--- src/verilog/alu_pkg.sv ---
// ALU package
// Word and double-word types, operation codes and result classes
// Width constants for the data path and the shift amount
package alu_pkg;

    localparam int WORD_W  = 32;
    localparam int SHAMT_W = 5;

    typedef logic [WORD_W-1:0]   word_t;
    typedef logic [2*WORD_W-1:0] dword_t;

    // Codes 22 to 31 are not assigned and are treated as illegal
    typedef enum logic [4:0] {
        OP_OR    = 5'd0,
        OP_AND   = 5'd1,
        OP_NOR   = 5'd2,
        OP_XOR   = 5'd3,
        OP_SLL   = 5'd4,
        OP_SRL   = 5'd5,
        OP_SRA   = 5'd6,
        OP_ADD   = 5'd7,
        OP_ADDU  = 5'd8,
        OP_SUB   = 5'd9,
        OP_SUBU  = 5'd10,
        OP_SLT   = 5'd11,
        OP_SLTU  = 5'd12,
        OP_CLZ   = 5'd13,
        OP_CLO   = 5'd14,
        OP_MUL   = 5'd15,
        OP_MULT  = 5'd16,
        OP_MULTU = 5'd17,
        OP_MFHI  = 5'd18,
        OP_MFLO  = 5'd19,
        OP_MTHI  = 5'd20,
        OP_MTLO  = 5'd21
    } alu_op_e;

    // Selects which unit output lands in RESULT
    typedef enum logic [2:0] {
        RES_LOGIC     = 3'd0,
        RES_SHIFT     = 3'd1,
        RES_MOVE      = 3'd2,
        RES_ARITH     = 3'd3,
        RES_MUL       = 3'd4,
        RES_HILO_ONLY = 3'd5
    } res_class_e;

endpackage

--- src/verilog/apb_pkg.sv ---
// APB package
// Address width and type, register offsets and status bit positions
package apb_pkg;

    localparam int APB_ADDR_W = 8;

    typedef logic [APB_ADDR_W-1:0] apb_addr_t;

    localparam apb_addr_t ADDR_OPA    = 8'h00;
    localparam apb_addr_t ADDR_OPB    = 8'h04;
    localparam apb_addr_t ADDR_CMD    = 8'h08;
    localparam apb_addr_t ADDR_RESULT = 8'h0C;
    localparam apb_addr_t ADDR_HI     = 8'h10;
    localparam apb_addr_t ADDR_LO     = 8'h14;
    localparam apb_addr_t ADDR_STATUS = 8'h18;

    localparam int STAT_BUSY    = 0;
    localparam int STAT_OVF     = 1;
    localparam int STAT_ILLEGAL = 2;

endpackage

--- src/verilog/alu_ifs.sv ---
// Interfaces inside the ALU
// dec_if carries the decoded command to execute and result
// unit_if carries the unit outputs from execute to result
interface dec_if;
    import alu_pkg::*;

    logic       valid;
    alu_op_e    op;
    res_class_e cls;
    word_t      a;
    word_t      b;
    logic       sub_en;
    logic       mul_signed;
    logic       ovf_chk;
    logic       illegal;

    modport dec (output valid, op, cls, a, b, sub_en, mul_signed, ovf_chk, illegal);
    modport exe (input op, a, b, sub_en, mul_signed);
    modport res (input valid, cls, ovf_chk, illegal);
endinterface

interface unit_if;
    import alu_pkg::*;

    word_t  logic_res;
    word_t  shift_res;
    word_t  move_res;
    word_t  arith_res;
    logic   ovf;
    dword_t prod;   // also carries the new HI/LO pair for MTHI and MTLO

    modport exe (output logic_res, shift_res, move_res, arith_res, ovf, prod);
    modport res (input logic_res, shift_res, move_res, arith_res, ovf, prod);
endinterface

--- src/verilog/alu_core.sv ---
// ALU top level with plain APB ports
// Connects the APB slave, decode, execute and write-back stages
module alu_core (
    input  logic               clk_i,
    input  logic               rst_n_i,
    input  apb_pkg::apb_addr_t paddr_i,
    input  logic               psel_i,
    input  logic               penable_i,
    input  logic               pwrite_i,
    input  alu_pkg::word_t     pwdata_i,
    output alu_pkg::word_t     prdata_o,
    output logic               pready_o,
    output logic               pslverr_o
);
    import alu_pkg::*;

    logic    launch;
    alu_op_e op;
    word_t   opa;
    word_t   opb;
    logic    done;
    word_t   result;
    word_t   hi;
    word_t   lo;
    logic    ovf;
    logic    illegal;

    dec_if  dec_bus ();
    unit_if unit_bus ();

    apb_regs apb_regs_i (
        .clk_i     (clk_i),
        .rst_n_i   (rst_n_i),
        .paddr_i   (paddr_i),
        .psel_i    (psel_i),
        .penable_i (penable_i),
        .pwrite_i  (pwrite_i),
        .pwdata_i  (pwdata_i),
        .prdata_o  (prdata_o),
        .pready_o  (pready_o),
        .pslverr_o (pslverr_o),
        .launch_o  (launch),
        .op_o      (op),
        .opa_o     (opa),
        .opb_o     (opb),
        .done_i    (done),
        .result_i  (result),
        .hi_i      (hi),
        .lo_i      (lo),
        .ovf_i     (ovf),
        .illegal_i (illegal)
    );

    alu_decode alu_decode_i (
        .clk_i    (clk_i),
        .rst_n_i  (rst_n_i),
        .launch_i (launch),
        .op_i     (op),
        .opa_i    (opa),
        .opb_i    (opb),
        .dec      (dec_bus.dec)
    );

    alu_execute alu_execute_i (
        .hi_i  (hi),
        .lo_i  (lo),
        .dec   (dec_bus.exe),
        .units (unit_bus.exe)
    );

    alu_result alu_result_i (
        .clk_i     (clk_i),
        .rst_n_i   (rst_n_i),
        .dec       (dec_bus.res),
        .units     (unit_bus.res),
        .done_o    (done),
        .result_o  (result),
        .hi_o      (hi),
        .lo_o      (lo),
        .ovf_o     (ovf),
        .illegal_o (illegal)
    );

endmodule

--- src/verilog/alu_decode.sv ---
// ALU decode stage
// Registers a launched command with its operands
// Derives class, subtract, signed-multiply, overflow-check and illegal fields
module alu_decode (
    input  logic             clk_i,
    input  logic             rst_n_i,
    input  logic             launch_i,
    input  alu_pkg::alu_op_e op_i,
    input  alu_pkg::word_t   opa_i,
    input  alu_pkg::word_t   opb_i,
    dec_if.dec               dec
);
    import alu_pkg::*;

    logic    valid_q;
    alu_op_e op_q;
    word_t   a_q;
    word_t   b_q;

    always_ff @(posedge clk_i or negedge rst_n_i) begin
        if (!rst_n_i) begin
            valid_q <= 1'b0;
            op_q    <= alu_op_e'(0);
            a_q     <= '0;
            b_q     <= '0;
        end else begin
            valid_q <= launch_i;
            if (launch_i) begin
                op_q <= op_i;
                a_q  <= opa_i;
                b_q  <= opb_i;
            end
        end
    end

    assign dec.valid = valid_q;
    assign dec.op    = op_q;
    assign dec.a     = a_q;
    assign dec.b     = b_q;

    always_comb begin
        dec.cls        = RES_LOGIC;
        dec.sub_en     = 1'b0;
        dec.mul_signed = 1'b0;
        dec.ovf_chk    = 1'b0;
        dec.illegal    = 1'b0;
        case (op_q)
            OP_OR, OP_AND, OP_NOR, OP_XOR: dec.cls = RES_LOGIC;
            OP_SLL, OP_SRL, OP_SRA: dec.cls = RES_SHIFT;
            OP_ADDU, OP_SLTU, OP_CLZ, OP_CLO: dec.cls = RES_ARITH;
            OP_MFHI, OP_MFLO: dec.cls = RES_MOVE;
            OP_MULTU, OP_MTHI, OP_MTLO: dec.cls = RES_HILO_ONLY;
            OP_ADD: begin
                dec.cls     = RES_ARITH;
                dec.ovf_chk = 1'b1;
            end
            OP_SUB: begin
                dec.cls     = RES_ARITH;
                dec.sub_en  = 1'b1;
                dec.ovf_chk = 1'b1;
            end
            OP_SUBU, OP_SLT: begin
                dec.cls    = RES_ARITH;
                dec.sub_en = 1'b1;
            end
            OP_MUL: begin
                dec.cls        = RES_MUL;
                dec.mul_signed = 1'b1;
            end
            OP_MULT: begin
                dec.cls        = RES_HILO_ONLY;
                dec.mul_signed = 1'b1;
            end
            default: dec.illegal = 1'b1;
        endcase
    end

endmodule

--- src/verilog/alu_execute.sv ---
// ALU execute stage
// Logic, shift, add/sub/compare, leading-count and multiply units
// Move result and new HI/LO pair for the register moves
module alu_execute (
    input  alu_pkg::word_t hi_i,
    input  alu_pkg::word_t lo_i,
    dec_if.exe             dec,
    unit_if.exe            units
);
    import alu_pkg::*;

    word_t  b_eff;
    word_t  sum;
    dword_t mul_a;
    dword_t mul_b;
    dword_t product;
    logic   [SHAMT_W-1:0] shamt;

    // Number of leading zeros of v
    function automatic word_t lead_zeros(word_t v);
        word_t cnt;
        logic  stop;
        cnt  = '0;
        stop = 1'b0;
        for (int i = WORD_W - 1; i >= 0; i--) begin
            if (v[i]) begin
                stop = 1'b1;
            end else if (!stop) begin
                cnt = cnt + 1'b1;
            end
        end
        return cnt;
    endfunction

    always_comb begin
        case (dec.op)
            OP_OR:   units.logic_res = dec.a | dec.b;
            OP_AND:  units.logic_res = dec.a & dec.b;
            OP_NOR:  units.logic_res = ~(dec.a | dec.b);
            OP_XOR:  units.logic_res = dec.a ^ dec.b;
            default: units.logic_res = '0;
        endcase
    end

    // Shift amount from A, value from B
    assign shamt = dec.a[SHAMT_W-1:0];

    always_comb begin
        case (dec.op)
            OP_SLL:  units.shift_res = dec.b << shamt;
            OP_SRL:  units.shift_res = dec.b >> shamt;
            OP_SRA:  units.shift_res = word_t'($signed(dec.b) >>> shamt);
            default: units.shift_res = '0;
        endcase
    end

    // Subtract as A + ~B + 1
    assign b_eff     = dec.b ^ {WORD_W{dec.sub_en}};
    assign sum       = dec.a + b_eff + word_t'(dec.sub_en);
    assign units.ovf = (dec.a[WORD_W-1] == b_eff[WORD_W-1]) &&
                       (sum[WORD_W-1] != dec.a[WORD_W-1]);

    always_comb begin
        case (dec.op)
            OP_ADD, OP_ADDU, OP_SUB, OP_SUBU: units.arith_res = sum;
            OP_SLT:  units.arith_res = word_t'($signed(dec.a) < $signed(dec.b));
            OP_SLTU: units.arith_res = word_t'(dec.a < dec.b);
            OP_CLZ:  units.arith_res = lead_zeros(dec.a);
            OP_CLO:  units.arith_res = lead_zeros(~dec.a);
            default: units.arith_res = '0;
        endcase
    end

    // Sign extension to 64 bits makes the low half the signed product
    assign mul_a   = dec.mul_signed ? {{WORD_W{dec.a[WORD_W-1]}}, dec.a} : {{WORD_W{1'b0}}, dec.a};
    assign mul_b   = dec.mul_signed ? {{WORD_W{dec.b[WORD_W-1]}}, dec.b} : {{WORD_W{1'b0}}, dec.b};
    assign product = mul_a * mul_b;

    always_comb begin
        case (dec.op)
            OP_MTHI: units.prod = {dec.a, lo_i};
            OP_MTLO: units.prod = {hi_i, dec.a};
            default: units.prod = product;
        endcase
    end

    assign units.move_res = (dec.op == OP_MFHI) ? hi_i :
                            (dec.op == OP_MFLO) ? lo_i : '0;

endmodule

--- src/verilog/alu_result.sv ---
// ALU write-back stage
// Result select with overflow and illegal-code suppression
// HI/LO registers, status flags and done pulse
module alu_result (
    input  logic           clk_i,
    input  logic           rst_n_i,
    dec_if.res             dec,
    unit_if.res            units,
    output logic           done_o,
    output alu_pkg::word_t result_o,
    output alu_pkg::word_t hi_o,
    output alu_pkg::word_t lo_o,
    output logic           ovf_o,
    output logic           illegal_o
);
    import alu_pkg::*;

    word_t result_q;
    word_t hi_q;
    word_t lo_q;
    logic  ovf_q;
    logic  illegal_q;
    word_t sel_res;

    always_comb begin
        case (dec.cls)
            RES_LOGIC: sel_res = units.logic_res;
            RES_SHIFT: sel_res = units.shift_res;
            RES_MOVE:  sel_res = units.move_res;
            RES_ARITH: sel_res = units.arith_res;
            RES_MUL:   sel_res = units.prod[WORD_W-1:0];
            default:   sel_res = '0;
        endcase
    end

    always_ff @(posedge clk_i or negedge rst_n_i) begin
        if (!rst_n_i) begin
            result_q  <= '0;
            hi_q      <= '0;
            lo_q      <= '0;
            ovf_q     <= 1'b0;
            illegal_q <= 1'b0;
        end else if (dec.valid) begin
            // Flags describe the latest operation only
            ovf_q     <= dec.ovf_chk & units.ovf;
            illegal_q <= dec.illegal;
            if (!dec.illegal && !(dec.ovf_chk && units.ovf)) begin
                if (dec.cls == RES_HILO_ONLY) begin
                    {hi_q, lo_q} <= units.prod;
                end else begin
                    result_q <= sel_res;
                end
            end
        end
    end

    // Write-back happens at the end of the valid cycle
    assign done_o    = dec.valid;
    assign result_o  = result_q;
    assign hi_o      = hi_q;
    assign lo_o      = lo_q;
    assign ovf_o     = ovf_q;
    assign illegal_o = illegal_q;

endmodule

--- src/verilog/apb_regs.sv ---
// APB slave for the ALU
// Operand and command registers, launch pulse and busy flag
// Read mux, read wait states and error response
module apb_regs (
    input  logic               clk_i,
    input  logic               rst_n_i,
    input  apb_pkg::apb_addr_t paddr_i,
    input  logic               psel_i,
    input  logic               penable_i,
    input  logic               pwrite_i,
    input  alu_pkg::word_t     pwdata_i,
    output alu_pkg::word_t     prdata_o,
    output logic               pready_o,
    output logic               pslverr_o,
    output logic               launch_o,
    output alu_pkg::alu_op_e   op_o,
    output alu_pkg::word_t     opa_o,
    output alu_pkg::word_t     opb_o,
    input  logic               done_i,
    input  alu_pkg::word_t     result_i,
    input  alu_pkg::word_t     hi_i,
    input  alu_pkg::word_t     lo_i,
    input  logic               ovf_i,
    input  logic               illegal_i
);
    import alu_pkg::*;
    import apb_pkg::*;

    word_t   opa_q;
    word_t   opb_q;
    alu_op_e cmd_q;
    logic    busy_q;
    logic    access;
    logic    mapped;
    logic    writable;
    logic    result_reg;
    logic    wr_ok;
    word_t   status;

    assign access = psel_i & penable_i;

    // Address decode
    always_comb begin
        mapped     = 1'b1;
        writable   = 1'b0;
        result_reg = 1'b0;
        case (paddr_i)
            ADDR_OPA, ADDR_OPB, ADDR_CMD: writable = 1'b1;
            ADDR_RESULT, ADDR_HI, ADDR_LO, ADDR_STATUS: result_reg = 1'b1;
            default: mapped = 1'b0;
        endcase
    end

    // Reads of results stall until the operation in flight is written back
    assign pready_o  = ~(access & ~pwrite_i & result_reg & busy_q);
    assign pslverr_o = access & pready_o & (~mapped | (pwrite_i & ~writable));

    assign wr_ok    = access & pwrite_i & writable;
    assign launch_o = wr_ok & (paddr_i == ADDR_CMD);
    assign op_o     = alu_op_e'(pwdata_i[4:0]);
    assign opa_o    = opa_q;
    assign opb_o    = opb_q;

    always_ff @(posedge clk_i or negedge rst_n_i) begin
        if (!rst_n_i) begin
            opa_q  <= '0;
            opb_q  <= '0;
            cmd_q  <= alu_op_e'(0);
            busy_q <= 1'b0;
        end else begin
            if (wr_ok && paddr_i == ADDR_OPA) begin
                opa_q <= pwdata_i;
            end
            if (wr_ok && paddr_i == ADDR_OPB) begin
                opb_q <= pwdata_i;
            end
            if (launch_o) begin
                cmd_q <= op_o;
            end
            // A new launch wins over the write-back of the previous one
            if (launch_o) begin
                busy_q <= 1'b1;
            end else if (done_i) begin
                busy_q <= 1'b0;
            end
        end
    end

    // Read mux
    always_comb begin
        status               = '0;
        status[STAT_BUSY]    = busy_q;
        status[STAT_OVF]     = ovf_i;
        status[STAT_ILLEGAL] = illegal_i;
        case (paddr_i)
            ADDR_OPA:    prdata_o = opa_q;
            ADDR_OPB:    prdata_o = opb_q;
            ADDR_CMD:    prdata_o = word_t'(cmd_q);
            ADDR_RESULT: prdata_o = result_i;
            ADDR_HI:     prdata_o = hi_i;
            ADDR_LO:     prdata_o = lo_i;
            ADDR_STATUS: prdata_o = status;
            default:     prdata_o = '0;
        endcase
    end

endmodule
--- config.mk ---
export PLATFORM = sky130hd
export DESIGN_NAME = alu_core
export DESIGN_NICKNAME = d
export VERILOG_FILES = /design/src/verilog/alu_pkg.sv /design/src/verilog/apb_pkg.sv /design/src/verilog/alu_ifs.sv /design/src/verilog/alu_core.sv /design/src/verilog/alu_decode.sv /design/src/verilog/alu_execute.sv /design/src/verilog/alu_result.sv /design/src/verilog/apb_regs.sv
export SDC_FILE = /design/constraint.sdc
export NUM_CORES = 2
export LEC_CHECK = 0
export BUFFER_PORTS_ARGS = -buffer_cell sky130_fd_sc_hd__buf_2
export CAP_MARGIN = 20
export CORE_MARGIN = 1.5
export CORE_UTILIZATION = 40
export DETAILED_ROUTE_END_ITERATION = 7
export PLACE_DENSITY_LB_ADDON = 0.1
export SYNTH_ARGS = -nofsm -noshare
export SYNTH_HDL_FRONTEND = slang
export SYNTH_SLANG_ARGS = --single-unit
--- constraint.sdc ---
create_clock -name clk_i -period 23.6 [get_ports clk_i]
set_input_delay 3.54 -clock clk_i [delete_from_list [all_inputs] [get_ports clk_i]]
set_output_delay 3.54 -clock clk_i [all_outputs]
set_load 0.01 [all_outputs]
== Yosys cells after proc, flatten, opt, wreduce, memory -nomap -nowiden ==
Cells that the tools add are included.

* Reductions and logical operators: 25
* Add/subtract/negate cells: 64
* Order comparisons: 2
* Multipliers: 1
* Equal/unequal tests: 34
* Bitwise gates (word level): 24
* Multiplexer cells: 332
* Divide/modulo/power cells: 0
* Shift operators: 3

{| class="wikitable"
|+ Operators with widths
! operator !! number
|-
| $mux W32 || 188
|-
| $add A32 B1 Y32 const B || 62
|-
| $pmux W32 S5 || 2
|-
| $pmux W32 S7 || 1
|-
| $mux W1 || 135
|-
| $mux W64 || 2
|-
| $pmux W32 S4 || 1
|-
| $pmux W64 S2 || 1
|-
| $pmux W32 S3 || 1
|-
| $lt A32 B32 Y1 || 2
|-
| $mul A64 B64 Y64 || 1
|-
| $not A32 Y32 || 2
|-
| $xor A32 B32 Y32 || 2
|-
| $eq A5 B4 Y1 const B || 8
|-
| $add A32 B1 Y32 || 1
|-
| $add A32 B32 Y32 || 1
|-
| $and A32 B32 Y32 || 1
|-
| $or A32 B32 Y32 || 1
|-
| $shl A32 B5 Y32 || 1
|-
| $shr A32 B5 Y32 || 1
|-
| $sshr A32 B5 Y32 || 1
|-
| $eq A5 B5 Y1 const B || 6
|-
| $eq A8 B5 Y1 const B || 3
|-
| $reduce_or A22 Y1 || 1
|-
| 27 further kinds || 60
|}

* Memory bits (writable): 0
* Word-level logic and storage cells: 497
* Bits of input ports: 45
* Memories: 0
* Register bits after elaboration: 233
* Bits in latches: 0
* Memory bits (read-only): 0
* Output and inout port bits: 34

== Longest topological paths before layout ==
* Depth in word-level cells: 128
* Depth in mapped cells: 103
* Mapped depth without buffers: 102

== Hierarchy ==
Synthesis repeated with hierarchy kept, for this count alone.

* Cells, all modules: 8668
* Area, all modules: 77166.5 um2

{| class="wikitable"
|+ Modules (own cells, without submodules)
! module !! seq. area each (um2) !! cells each !! times used !! area an instance (um2)
|-
| alu_execute || 0.0 || 7856 || 1 || 65604.2
|-
| alu_result || 2452.4 || 371 || 1 || 4855.9
|-
| apb_regs || 1751.7 || 267 || 1 || 3930.0
|-
| alu_decode || 1751.7 || 174 || 1 || 2776.4
|}

== Worst setup path after synthesis ==
OpenSTA, ideal clock, no wires.

* Kind: register -> register
* Start: reg alu_decode_i.a_q[30] (netlist: alu_decode_i.dec.a[30])
* End: reg alu_result_i.result_q[7] (netlist: alu_result_i.result_o[7])
* Clock period less this slack: 18.995 ns
* Path buffers: 1
* Cell stages (with the launch flop): 103
* Arrival: 18.870 ns
* Path slack: 4.605 ns
* Cell sequence: dfrtp_1 -> clkbuf_1 -> nor2b_1 -> ha_1 -> nor2b_1 -> o21ai_0 -> nand2_1 -> ha_1 -> nor2b_1 -> o31ai_1 -> inv_1 -> ha_1 -> nand2_1 -> o21ai_0 -> ha_1 -> nand2_1 -> a22oi_4 -> ha_1 -> (+67 left out) -> a21o_1 -> ha_1 -> mux2i_1 -> o21bai_1 -> ha_1 -> nand2_1 -> nand2_1 -> ha_1 -> nor2b_1 -> xor2_1 -> nand2_1 -> xnor2_1 -> nand4_1 -> or2_2 -> nand3b_1 -> xor2_1 -> o221ai_1 -> mux2_2

* Word-level cells in the longest chain between the ends: 124
* Elaborated cells between the ends (all ways): 373
* Classes of those cells: add/sub (62); eq/ne (1); mux (304); bitwise (1); reduce/logical (5)

{| class="wikitable"
|+ Ends and longest elaborated chain
! element !! RTL line !! RTL
|-
| start, declared || alu_decode.sv:17 || <nowiki>word_t a_q;</nowiki>
|-
| start signal, assigned || alu_decode.sv:30 || <nowiki>a_q <= opa_i;</nowiki>
|-
| $not A32 Y32 || alu_execute.sv:69 || <nowiki>OP_CLO: units.arith_res = lead_zeros(~dec.a);</nowiki>
|-
| $mux W32 || alu_execute.sv:26 || <nowiki>if (v[i]) begin</nowiki>
|-
| $mux W32 || alu_execute.sv:64 || <nowiki>case (dec.op)</nowiki>
|-
| $add A32 B1 Y32 || alu_execute.sv:29 || <nowiki>cnt = cnt + 1'b1;</nowiki>
|-
| $mux W32 || alu_execute.sv:28 || <nowiki>end else if (!stop) begin</nowiki>
|-
| $mux W32 || alu_execute.sv:26 ||
|-
| $mux W32 || alu_execute.sv:64 ||
|-
| $add A32 B1 Y32 || alu_execute.sv:29 ||
|-
| (+108 left out) || -- ||
|-
| $mux W32 || alu_execute.sv:28 ||
|-
| $mux W32 || alu_execute.sv:26 ||
|-
| $mux W32 || alu_execute.sv:64 ||
|-
| $add A32 B1 Y32 || alu_execute.sv:29 ||
|-
| $mux W32 || alu_execute.sv:28 ||
|-
| $mux W32 || alu_execute.sv:26 ||
|-
| $pmux W32 S5 || alu_execute.sv:64 ||
|-
| $pmux W32 S5 || alu_result.sv:26 || <nowiki>case (dec.cls)</nowiki>
|-
| end signal, assigned || alu_result.sv:51 || <nowiki>result_q <= sel_res;</nowiki>
|-
| end, declared || alu_result.sv:18 || <nowiki>word_t result_q;</nowiki>
|}

Parallel ways exist; a longest one is shown, timed or not. The select of a mux whose other input is x is not followed.
A chain may end at the register's enable or synchronous reset.

== Final worst setup path ==
Same ends and word-level chain as after synthesis.

==> impl_metrics.toml <==
[outcome]
outcome = "finished, final reports clean"

[place]
portBuffers = 78
place_congestion = 1.01
dpl.hpwl_um = 259000

[critical_path]
cp-end-kind = "register"
worst-path-max-fanout = 6
crit_required_ps = 24110
crit_type = "register to register"
cp_common_cell = "ha_1"
reg2reg_setup_slack_ps = 1860
cpPeakStageDelay_ps = 710
arrival_ps = 22250
slowest_stage = "o31ai_1"
start_kind = "register"

[sta]
finalSetupTns_ps = 0
setup_violations = 0
drv_slew = 0
fmax_mhz = 46.0
period_share_pct = 92.1
hold_viol = 0
maxSlewHeadroom_pct = 3.43
rsz0062_at_grt = "false"
fin_skew_ps = 40.2
tightest_slew_ps = 1450
fin_crit_ps = 21740

[yosys]
syn_area_per_cell_um2 = 8.64
synth-seq-cells = 233
yosysTopAreaCell = "fa_1"
synthesis.instances = 8656
ys_seq_area_share_pct = 7.79
synth_area_um2 = 74800
synth_top_area_share_pct = 38.6
synthTopCellsByArea = "fa_1, ha_1, dfrtp_1, inv_1, nand2_1"
yosysWarnings = 0
synth-main-ff-cell = "dfrtp_1"
async_flop_share_pct = 100
synth.net_count = 10600
yosysUniqueCellTypes = 118
synth_edf_count = 0

[floorplan]
fp.dieW_um = 435
die_h_um = 435
fp.coreArea_um2 = 186000
initial_core_util_pct = 40.3
pin_count = 79
die_area_um2 = 190000
rows = 158

[clock_tree]
cts_resized = 0
clock_path_buffers = 3
cts_tree = "yes"
numCtsBuffers = 29
htreeDepth = 1
ctsHoldBuffers = 0
clkSlewWorstSetupHoldPaths_ps = 80
clk_latency_ps = 650
cts.sinks = 233
cts-root-buf = "clkbuf_16"
postCtsSetupRepairBufs = 0

[cells_and_area]
syn_to_final_growth_pct = 6.11
drive_gt1_share_pct = 7.18
final_nets = 10500
fill_cells = 18700

[grt]
track_usage_pct = 34.4
grt_pass1_vias = 65500
grt_max_degree = 127
grt_antenna_before_repair = 32
overflow = 0
grt_pass1_wl_um = 473000

[routing]
routed-wl-met3_um = 32200
detail-route-antenna-nets = 0
via_per_inst = 5.75
dr.max_layer_used = "met5"
wl_met1_um = 135000
first_pass_iters = 6
drc = 0
wl_per_cell_um = 29.6
drt_iter0_drc = 6388
num_vias = 63400
wl_um = 327000
wl_met2_um = 145000

[min_path]
min_path_type = "register to register"

[run]
cap_violations = 0
area by class of cell:
type / instances / area (µm²) / share of cell area [%]
Multi-Input combinational cell: 6430 / 61600 / 77.6
Clock inverter: 16 / 210 / 0.265
Antenna cell: 14 / 35.0 / 0.0441
Sequential cell: 233 / 5880 / 7.41
Clock buffer: 37 / 816 / 1.03
Inverter: 1540 / 5780 / 7.28
Tap cell: 2480 / 3100 / 3.91
Timing Repair Buffer: 285 / 1990 / 2.51
metrics by stage:
stage,worst slack (ps),std cells,cell area [µm²],hold slack [ps],utilization (%)
2_1_floorplan,4610,8656,74800,460,-
3_3_place_gp,2190,11000,78300,480,42.2
4_1_cts,1990,11000,79300,495,42.7
5_1_grt,214,11000,79400,516,42.7
6_report,1860,11000,79400,487,42.8
3_5_place_dp,2040,11000,78300,488,42.2
cell families (layout without fill, tap and decap cells):
logic type      after synthesis  in the layout  synth area share [%]
compound gates             1210           1210                  10.2
xor+xnor                    442            442                  6.17
fa+ha+maj                  1924           1924                  46.6
buf+inv                    1993           1878                  10.0
flops                       233            233                  7.79
mux                         311            311                  4.49
other cells                   0             14                     0
simple gates               2543           2543                  14.7
layer usage:
metal,track usage (%),vias up
met5,0,-
met4,12.3,16
met3,8.84,559
met2,53.3,2817
met1,46.5,33000
li1,-,27000
cells in the mapped netlist (31+ instances only):
library cell / instances
nand4_1: 35
nand2b_1: 40
nor3_1: 125
mux2_2: 113
nor2b_1: 40
dfrtp_1: 233
mux2i_1: 188
inv_1: 1522
a31oi_1: 31
o22ai_1: 48
clkbuf_1: 319
ha_1: 478
and2_1: 33
a21oi_1: 333
xnor2_1: 264
nand2_1: 1182
buf_1: 122
o21ai_0: 374
and3_1: 40
nor2_1: 771
fa_1: 1442
a21o_1: 49
xor2_1: 121
nand3_1: 107
worst max-delay path, delay by kind of cell, from the launching register on:
kind / cells / cell delay (ps)
adder cells (fa/ha/maj): 28 / 8720
AO/OA/AOI/OAI: 25 / 6130
AND/OR/NAND/NOR: 28 / 3470
multiplexers: 11 / 1630
XOR/XNOR: 3 / 690
buffers and inverters: 6 / 500
flip-flops: 1 / 430
worst paths after layout:
check                                  startpoint                       end  cells after the start
max                        alu_decode_i.dec.a[30]  alu_result_i.result_o[7]                    101
min                          apb_regs_i.opb_o[17]    alu_decode_i.dec.b[17]                      2
max reg2reg                alu_decode_i.dec.a[30]  alu_result_i.result_o[7]                    101
min reg2reg                  apb_regs_i.opb_o[17]    alu_decode_i.dec.b[17]                      2
max in group asynchronous                 rst_n_i    alu_decode_i.dec.a[16]                      2
min in group asynchronous                 rst_n_i    alu_decode_i.dec.op[1]                      1
state kept, by name, summed over array words and instances (netlist names), 5 cells and up:
signal                 flops
alu_decode_i.dec.b        32
alu_decode_i.dec.op        5
alu_result_i.result_o     32
apb_regs_i.opa_o          32
apb_regs_i.opb_o          32
alu_result_i.lo_o         32
alu_result_i.hi_o         32
alu_decode_i.dec.a        32
layout by cell type, fill, tap and decap left out, types with 21 or more instances in the layout:
cell type / netlist / final
or3_1: 29 / 28
xor2_1: 121 / 121
nand3_1: 107 / 107
o21ai_0: 374 / 371
inv_1: 1522 / 1515
o221ai_1: 28 / 28
buf_2: 10 / 76
nor2_1: 771 / 770
o211ai_1: 30 / 30
a31oi_1: 31 / 31
clkbuf_16: 0 / 29
o21bai_1: 30 / 30
mux2_2: 113 / 113
and3_1: 40 / 40
ha_1: 478 / 478
nor3_1: 125 / 119
nand2_1: 1182 / 1182
dfrtp_2: 0 / 27
o22ai_1: 48 / 48
nand2b_1: 40 / 40
nor2b_1: 40 / 40
a22oi_1: 29 / 29
buf_4: 2 / 203
o21a_1: 21 / 21
xnor2_1: 264 / 264
mux2i_1: 188 / 188
fa_1: 1442 / 1441
and2_1: 33 / 33
nor4_1: 26 / 24
nand4_1: 35 / 35
a21oi_1: 333 / 332
a21o_1: 49 / 49
dfrtp_1: 233 / 202
Power is left out: the tool's default activity adds up to more than one toggle a clock period on the data nets, which glitch-free logic cannot reach.
